==> src/hw/fir_cfg.svh <==
// Configuration macros for the polyphase decimate-by-two FIR.
// Sample and coefficient widths, tree depth, rounding shift and
// the 28-tap coefficient set split into even and odd halves.
`ifndef FIR_CFG_SVH
`define FIR_CFG_SVH

`define FIR_DATA_WIDTH   16
`define FIR_COEF_WIDTH   18
`define FIR_BRANCH_TAPS  14
`define FIR_TREE_LEVELS  4
`define FIR_ROUND_SHIFT  15

// h[0], h[2], ..., h[26] of the full filter.
`define FIR_COEF_EVEN '{ \
    560, -120, -34, 40, -250, 412, -704, \
    1014, -1436, 1936, -2608, 3572, -5354, 11198}

// h[1], h[3], ..., h[27] of the full filter.
`define FIR_COEF_ODD '{ \
    608, -354, 538, -560, 692, -710, 740, \
    -662, 514, -198, -354, 1438, -4176, 27938}

`endif

==> src/hw/fir_pkg.sv <==
// Shared types for the decimating FIR. Sample, coefficient, product
// and branch-sum words, plus the beat structs passed between stages.
`include "fir_cfg.svh"

package fir_pkg;

    typedef logic signed [`FIR_DATA_WIDTH-1:0] sample_t;
    typedef logic signed [`FIR_COEF_WIDTH-1:0] coef_t;
    typedef logic signed [`FIR_DATA_WIDTH+`FIR_COEF_WIDTH-1:0] prod_t;

    // Four guard bits cover the 16-leaf adder tree.
    typedef logic signed [`FIR_DATA_WIDTH+`FIR_COEF_WIDTH+3:0] bsum_t;

    typedef struct packed {
        logic    valid;
        sample_t odd;
        sample_t even;
    } pair_beat_t;

    typedef struct packed {
        logic  valid;
        bsum_t sum;
    } bsum_beat_t;

    typedef struct packed {
        logic    valid;
        logic    sat;
        sample_t data;
    } out_beat_t;

endpackage

==> src/hw/phase_splitter.sv <==
// Phase splitter that pairs consecutive input samples.
// The older sample goes out as the even half, the newer as the odd half.
`timescale 1ns/100ps

module phase_splitter import fir_pkg::*; (
    input  logic       clk_i,
    input  logic       rstn_i,
    input  logic       en_i,
    input  logic       valid_i,
    input  sample_t    data_i,
    output pair_beat_t pair_o
);

    logic    accept;
    logic    phase_q;
    logic    strobe_q;
    sample_t even_q;
    sample_t odd_q;

    assign accept = en_i && valid_i;

    // Phase low means the next accepted sample is even-indexed.
    always_ff @(posedge clk_i) begin
        if (!rstn_i) begin
            phase_q  <= 1'b0;
            strobe_q <= 1'b0;
        end else if (en_i) begin
            strobe_q <= valid_i && phase_q;
            if (valid_i) begin
                phase_q <= !phase_q;
            end
        end
    end

    always_ff @(posedge clk_i) begin
        if (accept) begin
            if (phase_q) begin
                odd_q <= data_i;
            end else begin
                even_q <= data_i;
            end
        end
    end

    // even_q cannot change before the branches have taken the pair.
    assign pair_o.valid = strobe_q && en_i;
    assign pair_o.odd   = odd_q;
    assign pair_o.even  = even_q;

    a_no_back_to_back: assert property (
        @(posedge clk_i) disable iff (!rstn_i) pair_o.valid |=> !pair_o.valid
    );

endmodule

==> config.mk <==
export PLATFORM = sky130hd
export DESIGN_NAME = phase_splitter
export DESIGN_NICKNAME = d
export VERILOG_FILES = /design/src/hw/fir_pkg.sv /design/src/hw/phase_splitter.sv
export VERILOG_INCLUDE_DIRS = /design/src /design/src/hw
export SDC_FILE = /design/constraint.sdc
export NUM_CORES = 1
export LEC_CHECK = 0
export ABC_AREA = 1
export BUFFER_PORTS_ARGS = -buffer_cell sky130_fd_sc_hd__buf_2
export CORE_MARGIN = 1
export CORE_UTILIZATION = 35
export CTS_CLUSTER_DIAMETER = 120
export DETAILED_ROUTE_END_ITERATION = 8
export PLACE_DENSITY_LB_ADDON = 0.3
export SLEW_MARGIN = 15
export SYNTH_ARGS = -nofsm -noshare
export SYNTH_HDL_FRONTEND = slang
export SYNTH_SLANG_ARGS = --single-unit
==> constraint.sdc <==
create_clock -name clk_i -period 1.3 [get_ports clk_i]
set_input_delay 0.13 -clock clk_i [delete_from_list [all_inputs] [get_ports clk_i]]
set_output_delay 0.13 -clock clk_i [all_outputs]
set_load 0.02 [all_outputs]
; ---- Yosys cells after proc, flatten, opt, wreduce, memory -nomap -nowiden
; Cells that the tools add are included.
; Widths: inputs -> output; s select.
[op_classes]
n_bitwise = 1
reduce_logical = 7
[op_table]
columns = op, count
row1 = $reduce_and 2->1, 3
row2 = $logic_and 1x1->1, 3
row3 = $logic_not 1->1, 1
row4 = $not 1->1, 1
[totals]
ff_bits = 34
in_bits = 20
output_inout_bits = 33
word_cells = 12

; ---- Depth between registers and ports, before layout
[depth]
ltp_word = 2
ltp_mapped = 3
depth_no_buf = 3

; ---- Worst setup path after synthesis
; OpenSTA, ideal clock, no wires.
[synth_path]
path_type = flip-flop to flip-flop
from = register phase_q
to = register even_q[0] (enable)
t_arrival_ns = 1.029
path_slack_ns = -0.117
stages_incl_launch_ff = 2
period_less_slack_ns = 1.417
cell_sequence = dfxtp_1 nor2_1
[synth_via]
elab_chain_len = 2
[synth_rtl]
columns = element, line_no
row1 = start: declaration, phase_splitter.sv:15  ; logic phase_q;
row2 = start signal: assignment, phase_splitter.sv:30  ; phase_q <= !phase_q;
row3 = $not 1->1 (no line), n/a
row4 = $reduce_and 2->1 (no line), n/a
row5 = end signal: assignment, phase_splitter.sv:40  ; even_q <= data_i;
row6 = end: declaration, phase_splitter.sv:17  ; sample_t even_q;
; Every way passes these cells.
; A chain may end at the register's enable or synchronous reset.

; ---- Worst setup path after layout
[layout_path]
from = register phase_q
to = register odd_q[13] (enable)
[layout_via]
elab_chain_len = 1
[layout_rtl]
columns = element, line_no
row1 = $reduce_and 2->1 (no line), n/a
row2 = end signal: assignment, phase_splitter.sv:38  ; odd_q <= data_i;
row3 = end: declaration, phase_splitter.sv:18  ; sample_t odd_q;
; Every way passes these cells.

==> results.txt <==
----------------------------------------------------
[Critical path]
  Critical Path Fanout Max ... 16
  Critical path destination ... odd_q[13]
  Reg-to-reg critical path startpoint ... phase_q
  Critical path origin ... phase_q
  Cell count along the critical path ... 3
  Req. time, crit path ... 1.34 ns
  Cell depth of the worst flop-to-flop path ... 3
  Crit-path cells ... nand3_2 > inv_1 > buf_12
  CP Buf/Inv Count ... 2
  Dominant delay contributor by cell family on the critical path ... flip-flops
  Setup slack of the worst register-to-register path ... 0.24 ns
  Data arrival time at the worst-slack endpoint ... 1.10 ns
  Crit Reg-Reg Endpoint ... odd_q[13]
  Largest incremental delay on the critical path ... 0.39 ns
  Worst Setup Start Kind ... flip-flop
  CP endpoint kind ... flip-flop
  Max stage delay cell, worst path ... dfxtp_1
  Path type of the worst setup path ... reg2reg

[GRT]
  Aggregate global-route resource usage ... 0.120
  Met2 usage ... 0.198
  GR Util met1 ... 0.126
  Number of global-route vias before repair ... 642
  GRT Max-Usage Layer ... met2
  Antenna violations before repair ... 0
  Remaining global-route overflow ... 0
  Wire length of the first global-routing pass ... 2750 um
  Maximum number of pins on one net before global-route repair ... 17
  Global routing usage on met3 ... 0.0476

[Finish]
  Total area of multi-input combinational cells ... 48.8 um2
  Fin cells ... 156
  Util after Layout ... 0.577
  Area growth from synthesis to final layout ... 52.3%
  Final #Nets ... 144
  Ant. Diodes ... 0
  Fraction of layout instances using a drive strength above 1 ... 0.512
  Number of inserted filler cells in the final layout ... 245
  Area taken by flip-flops and latches ... 1000 um2

[Logic synthesis]
  Synth Warn # ... 0
  Post-synthesis net count ... 67
  Post-Syn Instances ... 47
  Number of distinct library cells after synthesis ... 8
  Cell type with the highest aggregate area in the netlist ... edfxtp_1
  Top-area cell type share of the netlist area ... 0.905
  Post-synthesis sequential element count ... 34
  Synthesized area ... 1060 um2
  Share of the yosys chip area belonging to registers ... 0.942
  Mapped Avg Cell Area ... 22.6 um2
  Synth area leaders ... edfxtp_1 90%, dfxtp_1 3.8%, inv_1 1.4%, nand2_1 1.4%, nand3_2 0.94%

[Placed design]
  Cell count after placement ... 132
  Port buffer count ... 52
  Routability-driven placement congestion ratio ... 0.654
  Sum of net half-perimeters after detailed placement ... 1290 um

[Clocking]
  Hold-fix buffers, CTS ... 16
  CTS Buf Count ... 5
  Buffers inserted during post-CTS setup optimization ... 0
  H-tree depth ... 2
  Worst-skew pair later-pin latency ... 0.32 ns
  Clock Sink Count ... 34
  Max Buffers Root-to-Sink ... 2
  Clock root buffer ... clkbuf_4
  TritonCTS clock tree ... built
  Clock transition at the registers of the reported paths ... 0.09 ns
  Post-CTS resize count ... 0

[Run status]
  Status ... finished, violations left
  Failing checks ... design-rule violations

[STA]
  Pins Over Slew Limit ... 0
  Final Hold Vio Count ... 0
  Highest clock frequency the design can meet ... 0.944 GHz
  RSZ-0062 raised after global routing ... no
  Transition time of the tightest slew-check pin ... 0.139 ns
  Total Negative Setup Slacks ... 0 ns
  Clock period minus final worst setup slack ... 1.06 ns
  Relative slew slack ... 0.907
  Fin Clk Skew ... 0.00751 ns
  Final worst-path cycle share ... 0.815
  Number of setup violations in the final report ... 0

[Die]
  Starting density of the core ... 0.379
  Die width ... 57.1 um
  DIE AREA ... 3260 um2
  IO Count ... 53
  Core outline area ... 2810 um2
  Die Y ... 57.1 um
  Row count ... 19

[Route]
  Via count ... 670
  Post-route ant nets ... 0
  Wire length after detailed routing ... 1820 um
  1st-iter DRT viols ... 25
  Post-DR vias/cell ... 4.29
  DRC viols ... 10
  Average wire length per cell after detail routing ... 11.7 um
  Initial DRT Pass Iterations ... 6

[Power]
  Peak ir drop on the vdd network ... 0.567 mV
  Total power divided by cell area ... 1200 nW/um2
  Total power of the final layout ... 1.94 mW
  Leakage dissipation ... 0.675 nW

[Worst hold path]
  Worst Hold Class ... in2reg

[Flow run]
  Max Cap Viol ... 0

----------------------------------------------------
==> metal layers <==
| layer | up-vias | wire, um | share of wire |
|---|---|---|---|
| met2 | 34 | 918 | 0.50 |
| met1 | 304 | 688 | 0.38 |
| met4 | 0 | 40 | 0.022 |
| met3 | 5 | 174 | 0.095 |
| met5 | - | 0 | 0 |
| li1 | 327 | - | - |
==> logic make-up (layout without fill, tap and decap cells) <==
kind of cell,after synthesis,in the layout,share of synthesized area
AO/OA/AOI/OAI,2,2,0.0130
flip-flops,34,34,0.942
AND/OR/NAND/NOR,7,7,0.0306
buffers and inverters,4,82,0.0141
==> worst min-delay path: stages <==
cell and delay [ns]:
buf_2 0.10, inv_1 0.06, a21oi_2 0.03
==> state kept, by name, summed over array words and instances, names as in the netlist <==
signal    count
even_q       16
odd_q        16
phase_q       1
strobe_q      1
==> worst min-delay path by stage <==
stage / startpoint / endpoint / slack (ns) / cells past startpoint
floorplan: data_i[0] / even_q[0] / 0.23 / 0
global placement: data_i[8] / even_q[8] / 0.32 / 1
detailed placement: data_i[3] / even_q[3] / 0.32 / 1
CTS: rstn_i / strobe_q / 0.02 / 3
global route: rstn_i / strobe_q / 0.03 / 3
finish: rstn_i / strobe_q / 0.03 / 3
==> power breakdown <==
part / total, mW / switching, mW / internal, mW
registers: 1.25 / 0.00949 / 1.24
logic: 0.175 / 0.0902 / 0.0844
clock network: 0.520 / 0.319 / 0.201
total: 1.94 / 0.419 / 1.52
==> cells in the final DEF (no fill, tap or decap) <==
cell           count
buf_2             52
dlygate4sd3_1     16
clkinv_1           1
nor2_2             1
nor2_1             1
clkinv_2           1
inv_1              4
buf_12             2
a21oi_2            1
clkinvlp_4         1
a21oi_1            1
clkbuf_4           5
nand2_1            4
edfxtp_1          32
nand3_2            1
dfxtp_1            2
==> metrics by stage <==
stage               setup WS [ns]  area, um2  hold slack, ns
finish                      0.241       1620          0.0326
CTS                         0.228       1620          0.0178
floorplan                   0.134       1060           0.229
detailed placement          0.239       1400           0.323
global route                0.184       1620          0.0261
global placement            0.282       1400           0.322
==> Yosys cell counts, drive strengths merged <==
master  number
inv          4
dfxtp        2
nand3        1
edfxtp      32
nor2         2
a21oi        2
nand2        4
==> layout make-up <==
cell class / count / share of cell area
Multi-Input combinational cell: 9 / 0.0302
Tap cell: 31 / 0.0240
Inverter: 4 / 0.00928
Clock inverter: 3 / 0.0101
Sequential cell: 34 / 0.619
Clock buffer: 5 / 0.0232
Timing Repair Buffer: 70 / 0.285
Power figures use the tool's default switching activity.
