--- src/hw/fir_cfg.svh ---
// Configuration macros for the polyphase decimate-by-two FIR.
// Sample and coefficient widths, tree depth, rounding shift and
// the 28-tap coefficient set split into even and odd halves.
`ifndef FIR_CFG_SVH
`define FIR_CFG_SVH

`define FIR_DATA_WIDTH   16
`define FIR_COEF_WIDTH   18
`define FIR_BRANCH_TAPS  14
`define FIR_TREE_LEVELS  4
`define FIR_ROUND_SHIFT  15

// h[0], h[2], ..., h[26] of the full filter.
`define FIR_COEF_EVEN '{ \
    560, -120, -34, 40, -250, 412, -704, \
    1014, -1436, 1936, -2608, 3572, -5354, 11198}

// h[1], h[3], ..., h[27] of the full filter.
`define FIR_COEF_ODD '{ \
    608, -354, 538, -560, 692, -710, 740, \
    -662, 514, -198, -354, 1438, -4176, 27938}

`endif

--- src/hw/fir_pkg.sv ---
// Shared types for the decimating FIR. Sample, coefficient, product
// and branch-sum words, plus the beat structs passed between stages.
`include "fir_cfg.svh"

package fir_pkg;

    typedef logic signed [`FIR_DATA_WIDTH-1:0] sample_t;
    typedef logic signed [`FIR_COEF_WIDTH-1:0] coef_t;
    typedef logic signed [`FIR_DATA_WIDTH+`FIR_COEF_WIDTH-1:0] prod_t;

    // Four guard bits cover the 16-leaf adder tree.
    typedef logic signed [`FIR_DATA_WIDTH+`FIR_COEF_WIDTH+3:0] bsum_t;

    typedef struct packed {
        logic    valid;
        sample_t odd;
        sample_t even;
    } pair_beat_t;

    typedef struct packed {
        logic  valid;
        bsum_t sum;
    } bsum_beat_t;

    typedef struct packed {
        logic    valid;
        logic    sat;
        sample_t data;
    } out_beat_t;

endpackage

--- src/hw/fir_filter.sv ---
// One polyphase FIR branch with a tapped delay line, registered multipliers
// and a registered pairwise adder tree padded with zero leaves.
`timescale 1ns/100ps
`include "fir_cfg.svh"

module fir_filter import fir_pkg::*; #(
    parameter coef_t COEF [`FIR_BRANCH_TAPS] = `FIR_COEF_EVEN
) (
    input  logic    clk_i,
    input  logic    rstn_i,
    input  logic    en_i,
    input  logic    valid_i,
    input  sample_t data_i,
    output logic    valid_o,
    output bsum_t   sum_o
);

    localparam int TAPS   = `FIR_BRANCH_TAPS;
    localparam int LEVELS = `FIR_TREE_LEVELS;
    localparam int LEAVES = 1 << LEVELS;
    localparam int NODES  = LEAVES - 1;

    sample_t taps_q [TAPS];
    prod_t   prod_q [TAPS];
    bsum_t   leaf   [LEAVES];
    // Tree nodes stored level by level, with the root last.
    bsum_t   node_q [NODES];

    // Delay line, multiply and four tree levels give six cycles.
    shift_reg #(
        .DELAY(2 + LEVELS)
    ) u_valid_dly (
        .clk_i (clk_i),
        .rstn_i(rstn_i),
        .en_i  (en_i),
        .data_i(valid_i),
        .data_o(valid_o)
    );

    for (genvar t = 0; t < TAPS; t++) begin : g_tap
        if (t == 0) begin : g_head
            always_ff @(posedge clk_i) begin
                if (en_i && valid_i) begin
                    taps_q[t] <= data_i;
                end
            end
        end else begin : g_body
            always_ff @(posedge clk_i) begin
                if (en_i && valid_i) begin
                    taps_q[t] <= taps_q[t-1];
                end
            end
        end

        always_ff @(posedge clk_i) begin
            if (en_i) begin
                prod_q[t] <= taps_q[t] * COEF[t];
            end
        end
    end

    for (genvar l = 0; l < LEAVES; l++) begin : g_leaf
        if (l < TAPS) begin : g_used
            assign leaf[l] = prod_q[l];
        end else begin : g_pad
            assign leaf[l] = '0;
        end
    end

    for (genvar lvl = 0; lvl < LEVELS; lvl++) begin : g_level
        localparam int BASE = LEAVES - (LEAVES >> lvl);
        for (genvar n = 0; n < (LEAVES >> (lvl + 1)); n++) begin : g_node
            if (lvl == 0) begin : g_first
                always_ff @(posedge clk_i) begin
                    if (en_i) begin
                        node_q[BASE+n] <= leaf[2*n] + leaf[2*n+1];
                    end
                end
            end else begin : g_next
                localparam int PREV = LEAVES - (LEAVES >> (lvl - 1));
                always_ff @(posedge clk_i) begin
                    if (en_i) begin
                        node_q[BASE+n] <= node_q[PREV+2*n] + node_q[PREV+2*n+1];
                    end
                end
            end
        end
    end

    assign sum_o = node_q[NODES-1];

    a_quiet_when_disabled: assert property (
        @(posedge clk_i) disable iff (!rstn_i) !en_i |-> !valid_o
    );

endmodule

--- src/hw/shift_reg.sv ---
// Enable-gated delay line for a single strobe bit.
`timescale 1ns/100ps

module shift_reg #(
    parameter int DELAY = 6
) (
    input  logic clk_i,
    input  logic rstn_i,
    input  logic en_i,
    input  logic data_i,
    output logic data_o
);

    logic [DELAY-1:0] stage_q;

    // The chain only moves on enabled cycles, so a held strobe
    // resumes in the same slot once the enable returns.
    always_ff @(posedge clk_i) begin
        if (!rstn_i) begin
            stage_q <= '0;
        end else if (en_i) begin
            stage_q <= (stage_q << 1) | DELAY'(data_i);
        end
    end

    assign data_o = stage_q[DELAY-1] & en_i;

endmodule

--- config.mk ---
export PLATFORM = sky130hd
export DESIGN_NAME = fir_filter
export DESIGN_NICKNAME = d
export VERILOG_FILES = /design/src/hw/fir_pkg.sv /design/src/hw/fir_filter.sv /design/src/hw/shift_reg.sv
export VERILOG_INCLUDE_DIRS = /design/src /design/src/hw
export SDC_FILE = /design/constraint.sdc
export NUM_CORES = 2
export LEC_CHECK = 0
export BUFFER_PORTS_ARGS = -buffer_cell sky130_fd_sc_hd__buf_2
export CAP_MARGIN = 30
export CORE_ASPECT_RATIO = 0.75
export CORE_MARGIN = 2
export CORE_UTILIZATION = 62
export CTS_BUF_LIST = sky130_fd_sc_hd__clkbuf_8
export DETAILED_ROUTE_END_ITERATION = 7
export PLACE_DENSITY = 0.78
export SYNTH_ARGS = -nofsm -noshare
export SYNTH_HDL_FRONTEND = slang
export SYNTH_SLANG_ARGS = --single-unit
--- constraint.sdc ---
create_clock -name clk_i -period 17.1 [get_ports clk_i]
set_clock_uncertainty 0.2 [all_clocks]
set_input_delay 0.855 -clock clk_i [delete_from_list [all_inputs] [get_ports clk_i]]
set_output_delay 0.855 -clock clk_i [all_outputs]
set_load 0.05 [all_outputs]
## Word level (Yosys, flattened, before mapping)

Memory sizes are Yosys's and may differ from the RTL's.
Index checks and enable logic that the tools add are counted.

| operators by class | value |
|---|---|
| mux-type cells | 4 |
| $add $sub $neg | 14 |
| bitwise gates (word level) | 2 |
| multipliers | 14 |
| reduce and logical (&&, ||, !) cells | 1 |

Operators by type and width:

| operator | count |
|---|---|
| 38-bit adder | 7 |
| 34-bit by 34-bit adder with 35-bit output | 7 |
| 16-bit by 8-bit multiplier with 24-bit output, second input constant | 3 |
| 16-bit by 10-bit multiplier with 26-bit output, second input constant | 2 |
| 16-bit by 5-bit multiplier with 21-bit output, second input constant | 2 |
| 16-bit by 14-bit multiplier with 30-bit output, second input constant | 1 |
| 16-bit by 13-bit multiplier with 29-bit output, second input constant | 1 |
| 16-bit by 11-bit multiplier with 27-bit output, second input constant | 1 |
| 16-bit by 9-bit multiplier with 25-bit output, second input constant | 1 |
| 16-bit by 7-bit multiplier with 23-bit output, second input constant | 1 |
| 16-bit by 6-bit multiplier with 22-bit output, second input constant | 1 |
| 16-bit by 4-bit multiplier with 20-bit output, second input constant | 1 |
| 6-bit by 1-bit bitwise OR with 6-bit output | 1 |
| 1-bit 2-to-1 mux | 4 |
| 1-bit AND | 1 |
| 1-bit logical AND | 1 |

| storage, ports and cells | value |
|---|---|
| bits in writable memories | 1,256 |
| output and inout port bits | 39 |
| logic and storage cells | 39 |
| memories kept | 3 |
| flip-flop bits (word level) | 6 |

Memory list:

| name | words | bits a word | rd ports | clocked after memory_dff | wr ports | line | text |
|---|---|---|---|---|---|---|---|
| node_q | 15 | 38 | 15 | 0 | 15 | fir_filter.sv:27 | `bsum_t node_q [NODES];` |
| prod_q | 14 | 33 | 14 | 0 | 14 | fir_filter.sv:24 | `prod_t prod_q [TAPS];` |
| taps_q | 14 | 16 | 14 | 0 | 14 | fir_filter.sv:23 | `sample_t taps_q [TAPS];` |

## Logic depth before layout (Yosys ltp)

| depth | value |
|---|---|
| word-level depth | 3 |
| gate-level depth with buffers | 22 |

## Modules after synthesis

Synthesis repeated with hierarchy kept, for this count alone.

| unflattened totals | value |
|---|---|
| cell total of the unflattened synthesis | 7,787 |
| area, all modules | 88,128.3 um^2 |

Modules (own cells, without submodules):

| module | cells each | area an instance (um^2) | times used | sequential area each (um^2) |
|---|---|---|---|---|
| fir_filter | 7,767 | 87,891.8 | 1 | 31,680.4 |
| shift_reg | 20 | 236.5 | 1 | 120.1 |

## Worst setup path after synthesis

Ideal clock, no wire load.

| path | value |
|---|---|
| path type | input-to-reg |
| from | in en_i |
| to | mem taps_q[0][0] (netlist name) (enable) |
| setup time | 612 ps |
| path buffers | 1 |
| path slack | 9,969 ps |
| data arrival time | 6,318 ps |
| cell stages on the path | 2 |
| required time | 16,288 ps |
| cells stage by stage | clkbuf_1 > and2_1 |

RTL lines:

| element | line | text |
|---|---|---|
| from (decl) | fir_filter.sv:11 | `input logic en_i,` |
| to (decl) | fir_filter.sv:23 |  |

==> run metrics <==
status=completed; Simple-Gate Fraction of Synth Area=between 6 and 7%; Tot GR Track Use=26.7%; NetSw=around 7.8 mW; critical path buffer and inverter count=6; Compound-Gate Fraction of Synth Area=a little over a tenth; Netlist Area Pre-Place=between 80000 and 90000 um^2; #FFs+latches synth=1061; Critical Path RT=between 15 and 20 ns; RSZ-0062 raised after global routing=false; 1st-iter DRT viols=4565; vias in the first global route=between 50000 and 60000; vias per cell=5.71; Longest Clk Path Bufs=3; most common cell in the netlist=inv_1; DP Cell Count=9717; area growth from synthesis to layout=6.81%; Nets=about 10000; Post-CTS Setup Bufs=0; final WL=190000 um; critical path's slowest cell=o31ai_1; worst slack, placed=approximately 10 ns; Max Freq=about 140 MHz; Cells after Synth=7837; Pleak=43.5 nW; H-Tree Level Count=4; Comb pwr share=between 50% and 60%; layout cells sized above 1=around 4.7%; Num CTS Buffers=~170; largest net degree at the start of global routing=approximately 160; number of flops mapped to enable cells by yosys=roughly 1100; syn nets=9851; Clock Power Share=about an eighth; period utilisation layout=41.1%; Synth Area in XOR/XNOR=a little over 6%; Hold Slack=around 0.21 ns; Max-slew headroom=36.5%; Worst Setup End Kind=flip-flop; first-pass GRT wire length=306000 um; # IOs=a little under 60; CTS tree=done; Adder-Cell Fraction of Synth Area=between 30% and 40%; Slowest Stage Delay on Critical Path=~0.54 ns; minimum clock period=roughly 7 ns; I/O Buffers=57; Final Hold Fails=0; most frequent cells after synthesis=1447 x inv_1, 1338 x ha_1, 1055 x edfxtp_1; clock slew at reported path FFs=0.07 ns; worst slew pin tran=about 0.95 ns; Pwr Density=about 190 nW/um^2; Main synth FF type=edfxtp_1; register area=31800 um^2; CP Cell Sequence=inv_1 -> fa_1 -> fa_1 -> inv_1 -> fa_1 -> inv_1 -> fa_1 -> inv_1 -> fa_1 -> inv_1 -> fa_1 -> inv_1 -> ha_1 -> and2_1 -> a221oi_1 -> nand2_1 -> o31ai_1 -> o221ai_1 -> nor2_1 -> nor2_1 -> o41ai_1 -> xnor2_1; Final Setup Violations=0; crit-path leading delay family=adder cells; clock latency on the worst-skew pair=roughly 0.90 ns; drt pass-1 iters=7; count of different cell masters after synthesis=84; max cap viols=0; internal power=about 10 mW; initial core utilization=between 60% and 70%; crit path kind=reg2reg; ys async rst share=0%; Sum Neg Setup Slack=0 ns; # rows=119; Slew Limit Fails=0; overflow left after global routing=0; Pwr Total=about 18 mW; setup ws final=10.08 ns; startpoint types=flip-flop; clk sinks=between 1000 and 1500; fillers=around 10000; post_cts resized=0; Routed wire per std cell=~19 um; die footprint=145000 um^2; area of the multi-input gates=50500 um^2; Post-route DRC=0; placer congestion estimate=slightly above 0.9; Mapped Avg Cell Area=~11 um^2; Worst VDD drop=0.110 mV; hpwl dp=151000 um; initial antenna violation count=4; main combinational cell family by area after synthesis=adder cells; largest cells by area after synthesis=edfxtp_1 36%, ha_1 19%, fa_1 15%, inv_1 6.2%, xnor2_1 4.6%; width of the die=between 400 and 500 um; core area=roughly 140000 um^2; sequential power share=between 20% and 30%; Root Driver=clkbuf_8; count of warnings emitted by yosys=0; cts hold-fix bufs=17; Final ANT Viol Nets=0; top cell type's share of synthesized area=a little over a third; sw frac=between 40% and 50%; post-synth top area cell=edfxtp_1; die height=around 330 um; Hold WC Path Type=reg2reg; register area share after synthesis=~36%; CP Max Fanout=6; Arr. time, crit path=roughly 7.5 ns; fraction of synthesized area in multiplexers=less than 1%; Via Count=57400; Non-Filler Instances=around 10000
## final timing paths
path / from / endpoint / slack [ns] / cells past startpoint
min reg2reg: prod_q[0][132] / node_q[0][77] / 0.21 / 0
max reg2reg: taps_q[1][87] / prod_q[1][196] / 10.08 / 22
max: taps_q[1][87] / prod_q[1][196] / 10.08 / 22
min: prod_q[0][132] / node_q[0][77] / 0.21 / 0
## kinds of logic after synthesis
family          Yosys count
buf+inv                1518
compound gates         1442
mux                      15
fa+ha+maj              1994
xor+xnor                614
simple gates           1192
flops                  1061
other cells               1
## power groups by stage
stage               registers (mW)  clock network (mW)  logic [mW]
floorplan                     4.69                   0        8.02
global placement              5.01                   0        10.1
detailed placement            5.00                   0        10.4
CTS                           4.97                2.28        10.5
global route                  5.03                2.39        11.8
finish                        4.98                2.24        10.5
## state kept, by name, indices dropped and copies added (netlist names)
name                 cells
node_q                 489
prod_q                 342
taps_q                 224
u_valid_dly.stage_q      6
## per-layer routing
layer	GRT usage [%]	wire [um]	up-vias
li1	-	-	27500
met1	41.7	92300	27900
met2	39.1	80400	1723
met3	3.81	13500	279
met4	6.92	4040	0
met5	0	0	-
## area by class of cell
type	instances	area share [%]
flip-flops and latches	1061	33.8
inverters	1449	5.78
multi-input cells	5258	53.7
well taps	1875	2.49
repair buffers	93	0.715
diodes	2	0.00531
clock buffers	177	2.59
clock inverters	135	1.00
## cell usage in the layout (no fill, tap or decap), types with 13 or more instances in the layout
cell type      Yosys  routed
a2111oi_0         14      14
a211o_1           20      20
a211oi_1          47      47
a21boi_0          15      15
a21o_1           211     211
a21oi_1          436     436
a31o_2            33      33
a31oi_1           37      37
and2_1            18      17
and3_1            52      52
and4_1            13      13
buf_2              0      56
buf_4             38      15
clkbuf_8           0     177
clkinv_1           2      36
clkinv_2           0      28
dlygate4sd3_1      0      17
edfxtp_1        1055    1055
fa_1             656     656
ha_1            1338    1338
inv_1           1447    1493
mux2i_1           13      13
nand2_1          214     214
nand2b_1          66      66
nand3_1           98      98
nand4_1           26      26
nor2_1           380     380
nor2b_1           83      83
nor3_1           134     134
o211ai_1          27      27
o21a_1            80      80
o21ai_0          258     258
o21bai_1          84      84
o31ai_1           45      45
o41ai_1           15      15
or2_2             24      24
or3_1             43      43
xnor2_1          463     463
xor2_1           151     151
## through the flow
step	area, um^2	util (%)
floorplan	88200	-
global route	94200	66.9
detailed placement	90600	64.4
finish	94200	66.9
CTS	94100	66.9
global placement	90600	64.4
Power figures use the tool's default switching activity.
