### src/hw/fir_cfg.svh
// Configuration macros for the polyphase decimate-by-two FIR.
// Sample and coefficient widths, tree depth, rounding shift and
// the 28-tap coefficient set split into even and odd halves.
`ifndef FIR_CFG_SVH
`define FIR_CFG_SVH

`define FIR_DATA_WIDTH   16
`define FIR_COEF_WIDTH   18
`define FIR_BRANCH_TAPS  14
`define FIR_TREE_LEVELS  4
`define FIR_ROUND_SHIFT  15

// h[0], h[2], ..., h[26] of the full filter.
`define FIR_COEF_EVEN '{ \
    560, -120, -34, 40, -250, 412, -704, \
    1014, -1436, 1936, -2608, 3572, -5354, 11198}

// h[1], h[3], ..., h[27] of the full filter.
`define FIR_COEF_ODD '{ \
    608, -354, 538, -560, 692, -710, 740, \
    -662, 514, -198, -354, 1438, -4176, 27938}

`endif

### src/hw/fir_pkg.sv
// Shared types for the decimating FIR. Sample, coefficient, product
// and branch-sum words, plus the beat structs passed between stages.
`include "fir_cfg.svh"

package fir_pkg;

    typedef logic signed [`FIR_DATA_WIDTH-1:0] sample_t;
    typedef logic signed [`FIR_COEF_WIDTH-1:0] coef_t;
    typedef logic signed [`FIR_DATA_WIDTH+`FIR_COEF_WIDTH-1:0] prod_t;

    // Four guard bits cover the 16-leaf adder tree.
    typedef logic signed [`FIR_DATA_WIDTH+`FIR_COEF_WIDTH+3:0] bsum_t;

    typedef struct packed {
        logic    valid;
        sample_t odd;
        sample_t even;
    } pair_beat_t;

    typedef struct packed {
        logic  valid;
        bsum_t sum;
    } bsum_beat_t;

    typedef struct packed {
        logic    valid;
        logic    sat;
        sample_t data;
    } out_beat_t;

endpackage

### src/hw/decim_combiner.sv
// Combiner for the two FIR branches. It sums, rounds half up, shifts
// down to sample width and saturates with a flag.
`timescale 1ns/100ps
`include "fir_cfg.svh"

module decim_combiner import fir_pkg::*; (
    input  logic       clk_i,
    input  logic       rstn_i,
    input  logic       en_i,
    input  bsum_beat_t even_i,
    input  bsum_beat_t odd_i,
    output out_beat_t  out_o
);

    localparam int SUM_W = $bits(bsum_t) + 1;
    localparam logic signed [SUM_W-1:0] HALF  = SUM_W'(1) <<< (`FIR_ROUND_SHIFT - 1);
    localparam logic signed [SUM_W-1:0] S_MAX = SUM_W'(2 ** (`FIR_DATA_WIDTH - 1) - 1);
    localparam logic signed [SUM_W-1:0] S_MIN = -SUM_W'(2 ** (`FIR_DATA_WIDTH - 1));

    logic signed [SUM_W-1:0] total;
    logic signed [SUM_W-1:0] scaled;
    logic                    valid_q;
    logic                    sat_q;
    sample_t                 data_q;

    assign total  = even_i.sum + odd_i.sum + HALF;
    assign scaled = total >>> `FIR_ROUND_SHIFT;

    always_ff @(posedge clk_i) begin
        if (!rstn_i) begin
            valid_q <= 1'b0;
        end else if (en_i) begin
            valid_q <= even_i.valid;
        end
    end

    always_ff @(posedge clk_i) begin
        if (en_i) begin
            sat_q <= (scaled > S_MAX) || (scaled < S_MIN);
            if (scaled > S_MAX) begin
                data_q <= S_MAX[`FIR_DATA_WIDTH-1:0];
            end else if (scaled < S_MIN) begin
                data_q <= S_MIN[`FIR_DATA_WIDTH-1:0];
            end else begin
                data_q <= scaled[`FIR_DATA_WIDTH-1:0];
            end
        end
    end

    assign out_o.valid = valid_q && en_i;
    assign out_o.sat   = sat_q;
    assign out_o.data  = data_q;

    // Both branches share one strobe and one pipeline depth.
    a_branches_aligned: assert property (
        @(posedge clk_i) disable iff (!rstn_i) even_i.valid == odd_i.valid
    );

endmodule

### config.mk
export PLATFORM = sky130hd
export DESIGN_NAME = decim_combiner
export DESIGN_NICKNAME = d
export VERILOG_FILES = /design/src/hw/fir_pkg.sv /design/src/hw/decim_combiner.sv
export VERILOG_INCLUDE_DIRS = /design/src /design/src/hw
export SDC_FILE = /design/constraint.sdc
export NUM_CORES = 1
export LEC_CHECK = 0
export BUFFER_PORTS_ARGS = -buffer_cell sky130_fd_sc_hd__buf_2
export CAP_MARGIN = 25
export CORE_ASPECT_RATIO = 1.25
export CORE_UTILIZATION = 40
export DETAILED_ROUTE_END_ITERATION = 10
export PLACE_DENSITY_LB_ADDON = 0.08
export SLEW_MARGIN = 0
export SYNTH_ARGS = -nofsm -noshare
export SYNTH_HDL_FRONTEND = slang
export SYNTH_SLANG_ARGS = --single-unit
### constraint.sdc
create_clock -name clk_i -period 4.6 [get_ports clk_i]
set_input_delay 0.46 -clock clk_i [delete_from_list [all_inputs] [get_ports clk_i]]
set_output_delay 0.46 -clock clk_i [all_outputs]
set_load 0.05 [all_outputs]
---- Yosys cells after proc, flatten, opt, wreduce, memory -nomap -nowiden ----
Index checks and enable logic that the tools add are counted.
storage, ports and cells
  bits of input ports ..................... 81
  word-level logic and storage cells ...... 10
  flip-flop bits (word level) ............. 18
  output and inout port bits .............. 18
operators by class
  add/sub/neg operators ................... 2
  order comparisons ....................... 2
  reduce and logical (&&, ||, !) cells .... 2
  muxes and demuxes ....................... 1
operators by type and width
  kind                                                          number
  adder 38 x 38 -> 39 bit                                       1
  adder 39 x 16 -> 39 bit, second input constant                1
  > comparator 24 x 16 -> 1 bit, second input constant          1
  less-than comparator 24 x 16 -> 1 bit, second input constant  1
  two-way mux 16 bit                                            1
  logical AND 1 bit                                             1
  logical OR 1 bit                                              1

---- Depth between registers and ports, before layout ----
Gate-level depths: netlist of the first run.
  word-level depth ........................ 4
  depth in mapped cells ................... 14
  depth with buffers taken out ............ 13

---- Least setup slack after synthesis of the first run ----
No wires, ideal clock.
  path type ............................... input to register
  from .................................... input port even_i[27] (netlist bit)
  to ...................................... register data_q[11] (data pin)
  setup time .............................. 254 ps
  data required time ...................... 4346 ps
  arrival ................................. 3100 ps
  path buffers ............................ 2
  cell stages on the path ................. 12
  slack ................................... 1246 ps
  cells stage by stage .................... ha_1 > ha_1 > buf_6 > a21o_1 > o31ai_1 > o211ai_1 > or4_1 > and3_1 > nor4_2 > a41oi_2 > buf_6 > a21o_1
on the way
  word-level cells in the longest chain between the ends .. 4
RTL lines
  element                                line                  RTL
  start, declared                        decim_combiner.sv:10  input bsum_beat_t even_i,
  adder 38 x 38 -> 39 bit *              decim_combiner.sv:26  assign total = even_i.sum + odd_i.sum + HALF;
  adder 39 x 16 -> 39 bit *              decim_combiner.sv:26
  less-than comparator 24 x 16 -> 1 bit  decim_combiner.sv:42  end else if (scaled < S_MIN) begin
  two-way mux 16 bit                     decim_combiner.sv:42
  end signal, assigned                   decim_combiner.sv:41  data_q <= S_MAX[`FIR_DATA_WIDTH-1:0];
  end signal, assigned                   decim_combiner.sv:43  data_q <= S_MIN[`FIR_DATA_WIDTH-1:0];
  end signal, assigned                   decim_combiner.sv:45  data_q <= scaled[`FIR_DATA_WIDTH-1:0];
  end, declared                          decim_combiner.sv:24  sample_t data_q;
Every way passes the cells marked *; elsewhere a longest branch is shown, timed or not.
A chain may end at the register's enable or synchronous reset.

---- Worst setup path in the final report of the first run ----
  from .................................... input port even_i[21] (netlist bit)
  to ...................................... register data_q[14] (data pin)
Same word-level chain as after synthesis.

==> results of run 1 <==
-- kinds of logic after synthesis --
logic type / share of synthesized area, %
adders and majority gates: 27.5
buffers and inverters: 4.63
and+or+nand+nor: 17.7
muxes: 1.51
AOI/OAI and AO/OA: 27.4
DFF: 16.0
xor gates and xnor gates: 5.24
-- area by class of cell --
| class | count | area [sq um] | area share (%) |
|---|---|---|---|
| Sequential cell | 18 | 531 | 13.7 |
| Inverter | 12 | 45.0 | 1.16 |
| Timing Repair Buffer | 97 | 485 | 12.5 |
| Clock buffer | 4 | 55.1 | 1.42 |
| Tap cell | 95 | 119 | 3.07 |
| Multi-Input combinational cell | 343 | 2640 | 68.1 |
-- synth_stat cells, drive strengths merged (4+ instances only) --
cell type	number	area (sq um)
a211oi	6	45.0
a21o	22	170
a21oi	36	184
a221oi	4	53.8
a31oi	4	25.0
and3	5	31.3
buf	10	95.1
edfxtp	17	510
ha	73	913
inv	12	45.0
mux2i	5	50.1
nand2	35	131
nand3	7	35.0
nand4	11	75.1
nor2	22	82.6
nor3	17	85.1
nor4	5	50.1
o211ai	7	52.6
o21a	4	31.3
o21ai	27	135
xnor2	10	87.6
xor2	9	86.3
-- routing by layer --
layer | up-vias | track usage (%)
met5 | - | 0
met4 | 0 | 4.36
met3 | 7 | 1.11
met2 | 90 | 32.7
met1 | 1457 | 22.0
li1 | 1671 | -
-- worst min-delay path by stage --
stage | startpoint | end | slack, ns | depth (start not counted)
after global routing | rstn_i | valid_q | 0.44 | 2
after floorplan | valid_q | valid_q | 0.47 | 2
after CTS | rstn_i | valid_q | 0.42 | 2
after global placement | valid_q | valid_q | 0.49 | 2
after detailed placement | valid_q | valid_q | 0.51 | 2
final | rstn_i | valid_q | 0.43 | 2
-- registers in the layout (all words and copies together), names as in the netlist --
signal   count
data_q      16
sat_q        1
valid_q      1
-- power by group --
group          leakage, uW  total, uW  internal, uW  switching, uW
combinational      0.00166        652           237            415
clock            0.0000288        124          75.9           47.7
sequential        0.000175        227           221           5.47
total              0.00187       1000           534            468
-- metrics by stage --
stage / instance area [sq um] / total power, uW / cells
3_3_place_gp: 3820 / 873 / 565
4_1_cts: 3870 / 1010 / 569
3_5_place_dp: 3820 / 877 / 565
6_report: 3870 / 1000 / 569
2_1_floorplan: 3320 / 747 / 386
5_1_grt: 3870 / 1080 / 569
-- placed cells by master (no fill, tap or decap), drive strengths merged, types with 2 or more instances in the layout --
master,count
o31ai,2
mux2i,5
xnor2,10
nand2,35
nor4,5
a22oi,3
o21ai,27
and3,5
and2,3
o211ai,7
buf,97
inv,12
o21bai,3
a211oi,6
ha,73
clkbuf,4
edfxtp,17
o21a,4
nor2,22
and4,2
xor2,9
nand4,11
nor2b,3
nor3,17
a2111oi,2
a31oi,4
a21o,22
a311oi,2
nand3,7
a221oi,4
a21oi,36
or2,2
-- worst max-delay path: stages --
cell,delay [ns]
buf_2,0.10
ha_1,0.29
ha_1,0.39
a21oi_2,0.22
nor2_1,0.08
o31ai_1,0.32
o211ai_1,0.23
or4_1,0.50
and3_1,0.20
nor4_2,0.26
a41oi_2,0.42
a21o_2,0.31
==> metrics.md, run 1 <==
| Metric | Value |
|---|---|
| Worst-case clock buffer depth | 2 |
| Largest net degree at the start of global routing | 20 |
| Setup Buffers After CTS | 0 |
| CP Data Required Time | 4.61 ns |
| Static Leak | 0.00187 uW |
| Share of layout cells above drive strength 1 | 26.2% |
| Worst-path maximum fanout | 15 |
| PD cells | 259 nW/um^2 |
| Detailed Route Iter0 Violations | 98 |
| Die height | 104 um |
| Port bufs | 97 |
| Met1 wire length | 3.53 mm |
| Slew @ Worst Pin | 0.672 ns |
| DRC | 0 |
| Vias in the first global route | 2,989 |
| Routed wire length per instance | 13.8 um |
| Async SR Flop Fraction | 0% |
| Fillers | 801 |
| Startpoint types | primary input |
| Total die area | 8670 sq um |
| Post-detail-place hpwl | 6.79 mm |
| Clock skew | 0 ns |
| Clock latency at the later pin of the worst-skew pair | 0.25 ns |
| CP arrival | 3.79 ns |
| Site Rows | 36 |
| Met3 WL | 342 um |
| Fin util | 48.8% |
| Slew Limit Fails | 0 |
| Peak VDD IR | 0.278 mV |
| Synth Cell Area | 3320 sq um |
| Met2 wire len | 3.89 mm |
| Die X | 83.5 um |
| Syn Area/Cell | 8.60 sq um |
| #FFs+latches synth | 18 |
| R2r endpoint | valid_q |
| Worst setup endpoint | data_q[14] |
| Slack of the worst reg-to-reg path | 4.01 ns |
| Worst setup path startpoint | even_i[21] |
| CP Capture Type | register |
| Max-cap violations | 0 |
| Hold Fails Final Rpt | 0 |
| Clk root buf | clkbuf_8 |
| Syn nets | 540 |
| Fin crit share | 82.3% |
| Clock-pin slew on the worst setup and hold paths | 0.06 ns |
| Number of synthesized flops with an enable pin | 17 |
| Top FF cell, synth | edfxtp_1 |
| Layout Nets | 629 |
| Initial Util | 41.9% |
| Gr ovfl total | 0 |
| Number of diodes | 0 |
| Top sig layer | met4 |
| Routed WL | 7.85 mm |
| Core area | 7930 sq um |
| # hold bufs at CTS | 0 |
| Worst Hold Class | primary input to register |
| Setup Total Neg Slack | 0 ns |
| Tmin final | 3.78 ns |
| Slew headroom | 55.1% |
| Number of antenna violations at the first check in global routing | 0 |
| Vias per cell | 5.67 |
| Number of I/O pins | 99 |
| H-Tree Level Count | 1 |
| Post-detailed-route count of antenna-violating nets | 0 |
| Global-route wire length before repair | 13.0 mm |
| Distinct cells, synth | 62 |
| Setup ws final | 0.816 ns |
| Via Count | 3,225 |
| RSZ-0062 raised after global routing | no |
| Seq/Total Area, Yosys | 16.0% |
| Setup slack at placement | 0.536 ns |
| RR Startpoint | valid_q |
| Hold WS | 0.428 ns |
| TritonCTS Sinks | 18 |
| Setup violators final | 0 |
| Yosys warning count | 0 |
| Pre-Repair DR Iteration Count | 4 |
| CTS tree | done |
| Status | finished clean |
| Gp weighted congestion | 0.844 |
| PostCTS Resize Cnt | 0 |
| All-Layer GR Usage | 17.6% |
| Cells on worst reg2reg path | 2 |
| WS Path Type | primary input to register |
| Num CTS Buffers | 3 |
| Area grow syn2layout | 16.6% |
| Syn Inst Count | 386 |
| Max frequency | 264 MHz |
No activity file was read; power rests on OpenSTA's default activity.
==> run 2: changes to the inputs <==
--- a/config.mk
+++ b/config.mk
@@ -6,6 +6,7 @@
 export SDC_FILE = /design/constraint.sdc
 export NUM_CORES = 1
 export LEC_CHECK = 0
+export ABC_AREA = 1
 export BUFFER_PORTS_ARGS = -buffer_cell sky130_fd_sc_hd__buf_2
 export CAP_MARGIN = 25
 export CORE_ASPECT_RATIO = 1.25
==> constraint.sdc (replaced) <==
create_clock -name clk_i -period 3.2 [get_ports clk_i]
set_input_delay 0.32 -clock clk_i [delete_from_list [all_inputs] [get_ports clk_i]]
set_output_delay 0.32 -clock clk_i [all_outputs]
set_load 0.05 [all_outputs]
==> metrics.md, run 2 <==
| Metric | Value |
|---|---|
| Max frequency | 377 MHz |
| TritonCTS Sinks | 18 (unchanged) |
| Fillers | 932 (was 801) |
| CTS tree | done (unchanged) |
| Slowest stage delay, CP | 0.38 ns (was 0.50 ns) |
| Fin crit share | 83.0% |
| Cell Chain, Critical Path | buf_2 -> ha_1 -> ha_1 -> nand2_1 -> nor2_2 -> nand2_1 -> clkinv_1 -> nand4_1 -> nand3_2 -> nand2_1 -> nand2_1 -> nand2_1 -> nand2_1 -> nand2_1 -> nor2_1 -> nand2_1 -> nand2_4 -> nand2_1 (was buf_2 -> ha_1 -> ha_1 -> a21oi_2 -> nor2_1 -> o31ai_1 -> o211ai_1 -> or4_1 -> and3_1 -> nor4_2 -> a41oi_2 -> a21o_2) |
| Die X | 86.9 um (was 83.5 um) |
| Count leader, synth | nand2_1 (was ha_1) |
| Vias per cell | 4.80 (was 5.67) |
| Number of diodes | 0 (unchanged) |
| Detailed Route Iter0 Violations | 155 (was 98) |
| Synth cell count leaders | 196 x nand2_1, 75 x inv_1, 73 x ha_1 (was 73 x ha_1, 35 x a21oi_1, 35 x nand2_1) |
| Setup Buffers After CTS | 0 (unchanged) |
| Via Count | 3,774 (was 3,225) |
| Crit path top cell by count | nand2_1 (was ha_1) |
| Clock latency at the later pin of the worst-skew pair | 0.24 ns (was 0.25 ns) |
| Startpoint types | primary input (unchanged) |
| Hold WS | 0.298 ns (was 0.428 ns) |
| PostCTS Resize Cnt | 0 (unchanged) |
| Worst Hold Class | primary input to register (unchanged) |
| Static Leak | 0.00242 uW (was 0.00187 uW) |
| Regs by FF count | data_q: 16 flops, sat_q: 1 flops, valid_q: 1 flops (unchanged) |
| Top cells by area, synth | ha_1 25%, nand2_1 20%, edfxtp_1 14% (was ha_1 28%, edfxtp_1 15%, a21oi_1 5.3%) |
| Slew @ Worst Pin | 0.442 ns (was 0.672 ns) |
| Yosys warning count | 0 (unchanged) |
| Async SR Flop Fraction | 0% (unchanged) |
| Worst Path Buf+Inv | 2 (was 1) |
| Core area | 8700 sq um (was 7930 sq um) |
| DP Cell Count | 782 (was 565) |
| Seq/Total Area, Yosys | 14.7% (was 16.0%) |
| Setup slack at placement | 0.252 ns (was 0.536 ns) |
| Slew headroom | 70.5% (was 55.1%) |
| Gr ovfl total | 0 (unchanged) |
| Number of synthesized flops with an enable pin | 17 (unchanged) |
| Initial Util | 41.4% (was 41.9%) |
| Status | finished clean (unchanged) |
| Slew Limit Fails | 0 (unchanged) |
| Syn nets | 721 (was 540) |
| Logic depth of the worst path, buffers included | 18 (was 12) |
| H-Tree Level Count | 1 (unchanged) |
| Layout Nets | 821 (was 629) |
| Number of I/O pins | 99 (unchanged) |
| Post-detailed-route count of antenna-violating nets | 0 (unchanged) |
| Routed WL | 9.36 mm (was 7.85 mm) |
| Fin util | 49.0% (was 48.8%) |
| CP Capture Type | register (unchanged) |
| Setup Total Neg Slack | 0 ns (unchanged) |
| Area leader, netlist | ha_1 (unchanged) |
| WS Path Type | primary input to register (unchanged) |
| Leading cell types in the layout, fill and taps excluded | 196 x nand2_1, 97 x buf_2, 75 x inv_1 (was 97 x buf_2, 73 x ha_1, 35 x a21oi_1, 35 x nand2_1) |
| Critical path's slowest cell | ha_1 (was or4_1) |
| Clock skew | 0 ns (unchanged) |
| Pre-Repair DR Iteration Count | 4 (unchanged) |
| Vias in the first global route | 3,666 (was 2,989) |
| Hold depth | 3 (was 2) |
| #FFs+latches synth | 18 (unchanged) |
| PD cells | 348 nW/um^2 (was 259 nW/um^2) |
| CP arrival | 2.65 ns (was 3.79 ns) |
| Peak VDD IR | 0.112 mV (was 0.278 mV) |
| Distinct cells, synth | 34 (was 62) |
| Clock-pin slew on the worst setup and hold paths | 0.06 ns (about the same) |
| Syn Area/Cell | 6.35 sq um (was 8.60 sq um) |
| Max-cap violations | 0 (unchanged) |
| DRC | 0 (unchanged) |
| Tmin final | 2.65 ns |
| Routed wire length per instance | 11.9 um (was 13.8 um) |
| Share of layout cells above drive strength 1 | 18.5% (was 26.2%) |
| Num CTS Buffers | 3 (unchanged) |
| Global-route wire length before repair | 15.5 mm (was 13.0 mm) |
| Setup violators final | 0 (unchanged) |
| Die height | 108 um (was 104 um) |
| Worst-path maximum fanout | 16 (was 15) |
| Syn Inst Count | 567 (was 386) |
| Final Non-Filler Cells | 786 (was 569) |
| RSZ-0062 raised after global routing | no (unchanged) |
| Total die area | 9390 sq um (was 8670 sq um) |
| Post-synth top area share | 25.4% (was 27.5%) |
| All-Layer GR Usage | 20.5% (was 17.6%) |
| Cells on worst reg2reg path | 2 (unchanged) |
| Setup ws final | 0.545 ns (was 0.816 ns) |
| Worst-case clock buffer depth | 2 (unchanged) |
| Top FF cell, synth | edfxtp_1 (unchanged) |
| Gp weighted congestion | 0.889 (was 0.844) |
| CP Data Required Time | 3.20 ns (was 4.61 ns) |
| Synth Cell Area | 3600 sq um (was 3320 sq um) |
| Number of antenna violations at the first check in global routing | 0 (unchanged) |
| Site Rows | 38 (was 36) |
| Area grow syn2layout | 18.5% (was 16.6%) |
| Commonest non-fill, non-tap cell in the layout | nand2_1 (was buf_2) |
| Top reg by flops | data_q (unchanged) |
| CP top delay family | simple AND/OR/NAND/NOR gates (was compound AO/OA/AOI/OAI gates) |
| Number of flip-flops in the largest register | 16 (unchanged) |
| Largest net degree at the start of global routing | 21 (was 20) |
| Hold Fails Final Rpt | 0 (unchanged) |
| # hold bufs at CTS | 0 (unchanged) |
| Post-detail-place hpwl | 8.53 mm (was 6.79 mm) |
| Port bufs | 97 (unchanged) |
| Clk root buf | clkbuf_8 (unchanged) |
## run 2: worst register-to-register path, cell delays in order, from the launching register on
cell	delay (ns)
dfxtp_1	0.31
o21ai_0	0.16
a21oi_1	0.05
## run 2: per-layer routing
layer	part of all wire [%]	global-route usage, %	up-vias
li1	-	-	2041
met2	53	41.9	77
met3	2.8	0.305	6
met1	43	23.3	1650
met4	1.1	4.17	0
met5	0	0	-
## run 2: final timing paths
| check | start | end | slack [ns] |
|---|---|---|---|
| worst max-delay path | even_i[15] | sat_q | 0.55 |
| worst min-delay path | even_i[38] | valid_q | 0.30 |
| worst max register to register | valid_q | valid_q | 2.56 |
| worst min register to register | valid_q | valid_q | 0.54 |
## run 2: kinds of logic after synthesis
family          after synthesis  synth area share (%)
fa+ha+maj                    73                  25.4
flops                        18                  14.7
buf+inv                      81                  9.07
xor+xnor                     16                  4.10
compound gates               78                  11.7
simple gates                301                  35.0
## run 2: area by class of cell
type	instances	area [sq um]	share of cell area, %
multi-input combinational	468	2740	64.3
sequential	18	531	12.4
timing repair buffer	98	493	11.6
inverter	78	293	6.86
tap	120	150	3.52
clock buffer	4	55.1	1.29
## run 2: power breakdown
group / internal (uW) / switching (uW) / total, uW
combinational: 321 / 654 / 975
sequential: 320 / 8.17 / 328
clock: 109 / 71.1 / 180
total: 750 / 733 / 1480
## run 2: stage by stage
step                      cell area, sq um  power (uW)
after CTS                             4270        1500
after floorplan                       3600        1080
after detailed placement              4210        1310
after global placement                4210        1310
final                                 4270        1480
after global routing                  4270        1630
==> run 3: changes to the inputs <==
--- a/config.mk
+++ b/config.mk
@@ -6,7 +6,7 @@
 export SDC_FILE = /design/constraint.sdc
 export NUM_CORES = 1
 export LEC_CHECK = 0
-export ABC_AREA = 1
+export ABC_AREA = 0
 export BUFFER_PORTS_ARGS = -buffer_cell sky130_fd_sc_hd__buf_2
 export CAP_MARGIN = 25
 export CORE_ASPECT_RATIO = 1.25
==> constraint.sdc (replaced) <==
create_clock -name clk_i -period 2.3 [get_ports clk_i]
set_input_delay 0.23 -clock clk_i [delete_from_list [all_inputs] [get_ports clk_i]]
set_output_delay 0.23 -clock clk_i [all_outputs]
set_load 0.05 [all_outputs]
==> metrics.md, run 3 (synthesis gave the netlist of run 1 again) <==
| Metric | Value |
|---|---|
| Routed WL | 12.4 mm (was 9.36 mm) |
| Status | finished with violations (was finished clean) |
| Cells on worst reg2reg path | 2 (unchanged) |
| Global-route wire length before repair | 18.4 mm (was 15.5 mm) |
| Gp weighted congestion | 0.930 (was 0.889) |
| Cell Chain, Critical Path | buf_6 -> ha_4 -> ha_4 -> buf_4 -> nand4_1 -> nor3_1 -> o211ai_1 -> and3_1 -> o21ai_1 -> xor2_1 -> nand4_1 -> buf_4 -> nor3_2 -> mux2i_1 (was buf_2 -> ha_1 -> ha_1 -> nand2_1 -> nor2_2 -> nand2_1 -> clkinv_1 -> nand4_1 -> nand3_2 -> nand2_1 -> nand2_1 -> nand2_1 -> nand2_1 -> nand2_1 -> nor2_1 -> nand2_1 -> nand2_4 -> nand2_1) |
| Hold WS | 0.195 ns (was 0.298 ns) |
| Static Leak | 0.00265 uW (was 0.00242 uW) |
| Worst hold endpoint | valid_q (unchanged) |
| Worst Path Buf+Inv | 3 (was 2) |
| Total die area | 8670 sq um (was 9390 sq um) |
| Leading cell types in the layout, fill and taps excluded | 118 x buf_4, 88 x buf_2, 58 x ha_4 (was 196 x nand2_1, 97 x buf_2, 75 x inv_1) |
| Port bufs | 97 (unchanged) |
| Critical path's slowest cell | nor3_1 (was ha_1) |
| TritonCTS Sinks | 18 (unchanged) |
| CP Data Required Time | 2.30 ns (was 3.20 ns) |
| Slack of the worst reg-to-reg path | 1.71 ns (was 2.56 ns) |
| Num CTS Buffers | 3 (unchanged) |
| Pre-Repair DR Iteration Count | 4 (unchanged) |
| P_sw | 1340 uW (was 733 uW) |
| Share of layout cells above drive strength 1 | 64.9% (was 18.5%) |
| CP top delay family | simple AND/OR/NAND/NOR gates (unchanged) |
| Worst-path maximum fanout | 3 (was 16) |
| WS Path Type | primary input to register (unchanged) |
| H-Tree Level Count | 1 (unchanged) |
| Max frequency | 326 MHz |
| Number of antenna violations at the first check in global routing | 0 (unchanged) |
| Number of flip-flops in the largest register | 16 (unchanged) |
| Fillers | 509 (was 932) |
| Hold Fails Final Rpt | 0 (unchanged) |
| Vias in the first global route | 4,048 (was 3,666) |
| Via Count | 3,970 (was 3,774) |
| Setup violators final | 17 (was 0) |
| Peak VDD IR | 0.736 mV (was 0.112 mV) |
| Post-detailed-route count of antenna-violating nets | 0 (unchanged) |
| Area grow syn2layout | 89.8% (was 18.5%) |
| Largest net degree at the start of global routing | 12 (was 21) |
| Sw frac | 44.3% (was 49.4%) |
| DRC | 0 (unchanged) |
| Final Non-Filler Cells | 704 (was 786) |
| Commonest non-fill, non-tap cell in the layout | buf_4 (was nand2_1) |
| Worst-case clock buffer depth | 2 (unchanged) |
| Core area | 7930 sq um (was 8700 sq um) |
| CP Capture Type | register (unchanged) |
| RR Startpoint | valid_q (unchanged) |
| # hold bufs at CTS | 0 (unchanged) |
| Hold depth | 2 (was 3) |
| Slew Limit Fails | 0 (unchanged) |
| Detailed Route Iter0 Violations | 157 (was 155) |
| Worst setup path startpoint | odd_i[12] (was even_i[15]) |
| Hold_sp | rstn_i (was even_i[38]) |
| Clock skew | 0 ns (unchanged) |
| Tmin final | 3.07 ns |
| DP Cell Count | 679 (was 782) |
| R2r endpoint | valid_q (unchanged) |
| Setup ws final | -0.772 ns (was 0.545 ns) |
| Top reg by flops | data_q (unchanged) |
| Flop pwr share | 15.0% (was 22.1%) |
| Post-detail-place hpwl | 8.91 mm (was 8.53 mm) |
| CP arrival | 3.07 ns (was 2.65 ns) |
| Startpoint types | primary input (unchanged) |
| Combinational share of power | 77.7% (was 65.7%) |
| All-Layer GR Usage | 25.7% (was 20.5%) |
| Slew @ Worst Pin | 0.358 ns (was 0.442 ns) |
| Slowest stage delay, CP | 0.31 ns (was 0.38 ns) |
| Vias per cell | 5.64 (was 4.80) |
| Max-cap violations | 0 (unchanged) |
| Number of I/O pins | 99 (unchanged) |
| Failing checks | negative setup slack |
| Logic depth of the worst path, buffers included | 14 (was 18) |
| Clk root buf | clkbuf_8 (unchanged) |
| Setup Total Neg Slack | -12.20 ns (was 0 ns) |
| Slew headroom | 76.1% (was 70.5%) |
| Worst Hold Class | primary input to register (unchanged) |
| Site Rows | 36 (was 38) |
| RSZ-0062 raised after global routing | yes (was no) |
| Regs by FF count | data_q: 16 flops, sat_q: 1 flops, valid_q: 1 flops (unchanged) |
| CTS tree | done (unchanged) |
| Gr ovfl total | 0 (unchanged) |
| Number of diodes | 0 (unchanged) |
| P_int | 1690 uW (was 750 uW) |
| Initial Util | 41.9% (was 41.4%) |
| Tot Pwr | 3030 uW (was 1480 uW) |
| Routed wire length per instance | 17.7 um (was 11.9 um) |
| Die height | 104 um (was 108 um) |
| Layout Nets | 764 (was 821) |
| Die X | 83.5 um (was 86.9 um) |
| Fin util | 79.5% (was 49.0%) |
| PD cells | 481 nW/um^2 (was 348 nW/um^2) |
| Clock-pin slew on the worst setup and hold paths | 0.06 ns (about the same) |
| Fin crit share | 134% |
| Clock latency at the later pin of the worst-skew pair | 0.25 ns (was 0.24 ns) |
| Power share of the clock group | 7.3% (was 12.1%) |
run 3: cell type report:
type / instances / area (sq um) / share of cell area [%]
Timing Repair Buffer: 232 / 1630 / 25.9
Tap cell: 95 / 119 / 1.89
Multi-Input combinational cell: 343 / 3930 / 62.4
Inverter: 12 / 45.0 / 0.715
Sequential cell: 18 / 531 / 8.42
Clock buffer: 4 / 45.0 / 0.715
run 3: power groups by stage:
stage	Sequential, uW	Combinational (uW)	Clock (uW)
global route	461	2510	237
CTS	456	2160	226
finish	455	2350	221
detailed placement	463	1880	0
global placement	459	1850	0
floorplan	672	1030	0
run 3: how the worst max path moves through the flow:
stage / to / slack, ns
after floorplan: data_q[11] / -0.71
after global placement: data_q[13] / -1.07
after detailed placement: data_q[3] / -1.08
after CTS: data_q[14] / -0.72
after global routing: data_q[3] / -0.89
final: sat_q / -0.77
run 3: routing by layer:
metal | track usage (%) | part of all wire [%]
met3 | 1.67 | 2.6
met4 | 8.60 | 2.2
met2 | 51.0 | 56
met1 | 28.5 | 39
met5 | 0 | 0
run 3: worst register-to-register path: stages (launching register included):
cell     delay, ns
dfxtp_1       0.31
mux2i_1       0.12
nor2b_1       0.06
run 3: what timing repair did:
item	4_1_cts	5_1_grt
buffers inserted	11	13
gates resized for setup	77	67
cloned	1	0
setup endpoints to repair	17	17
pin swaps	41	46
run 3: per-stage QoR:
step / setup slack, ns / cell area, sq um
2_1_floorplan: -0.708 / 3900
6_report: -0.772 / 6300
4_1_cts: -0.721 / 5930
3_3_place_gp: -1.07 / 5240
3_5_place_dp: -1.08 / 5240
5_1_grt: -0.888 / 6300
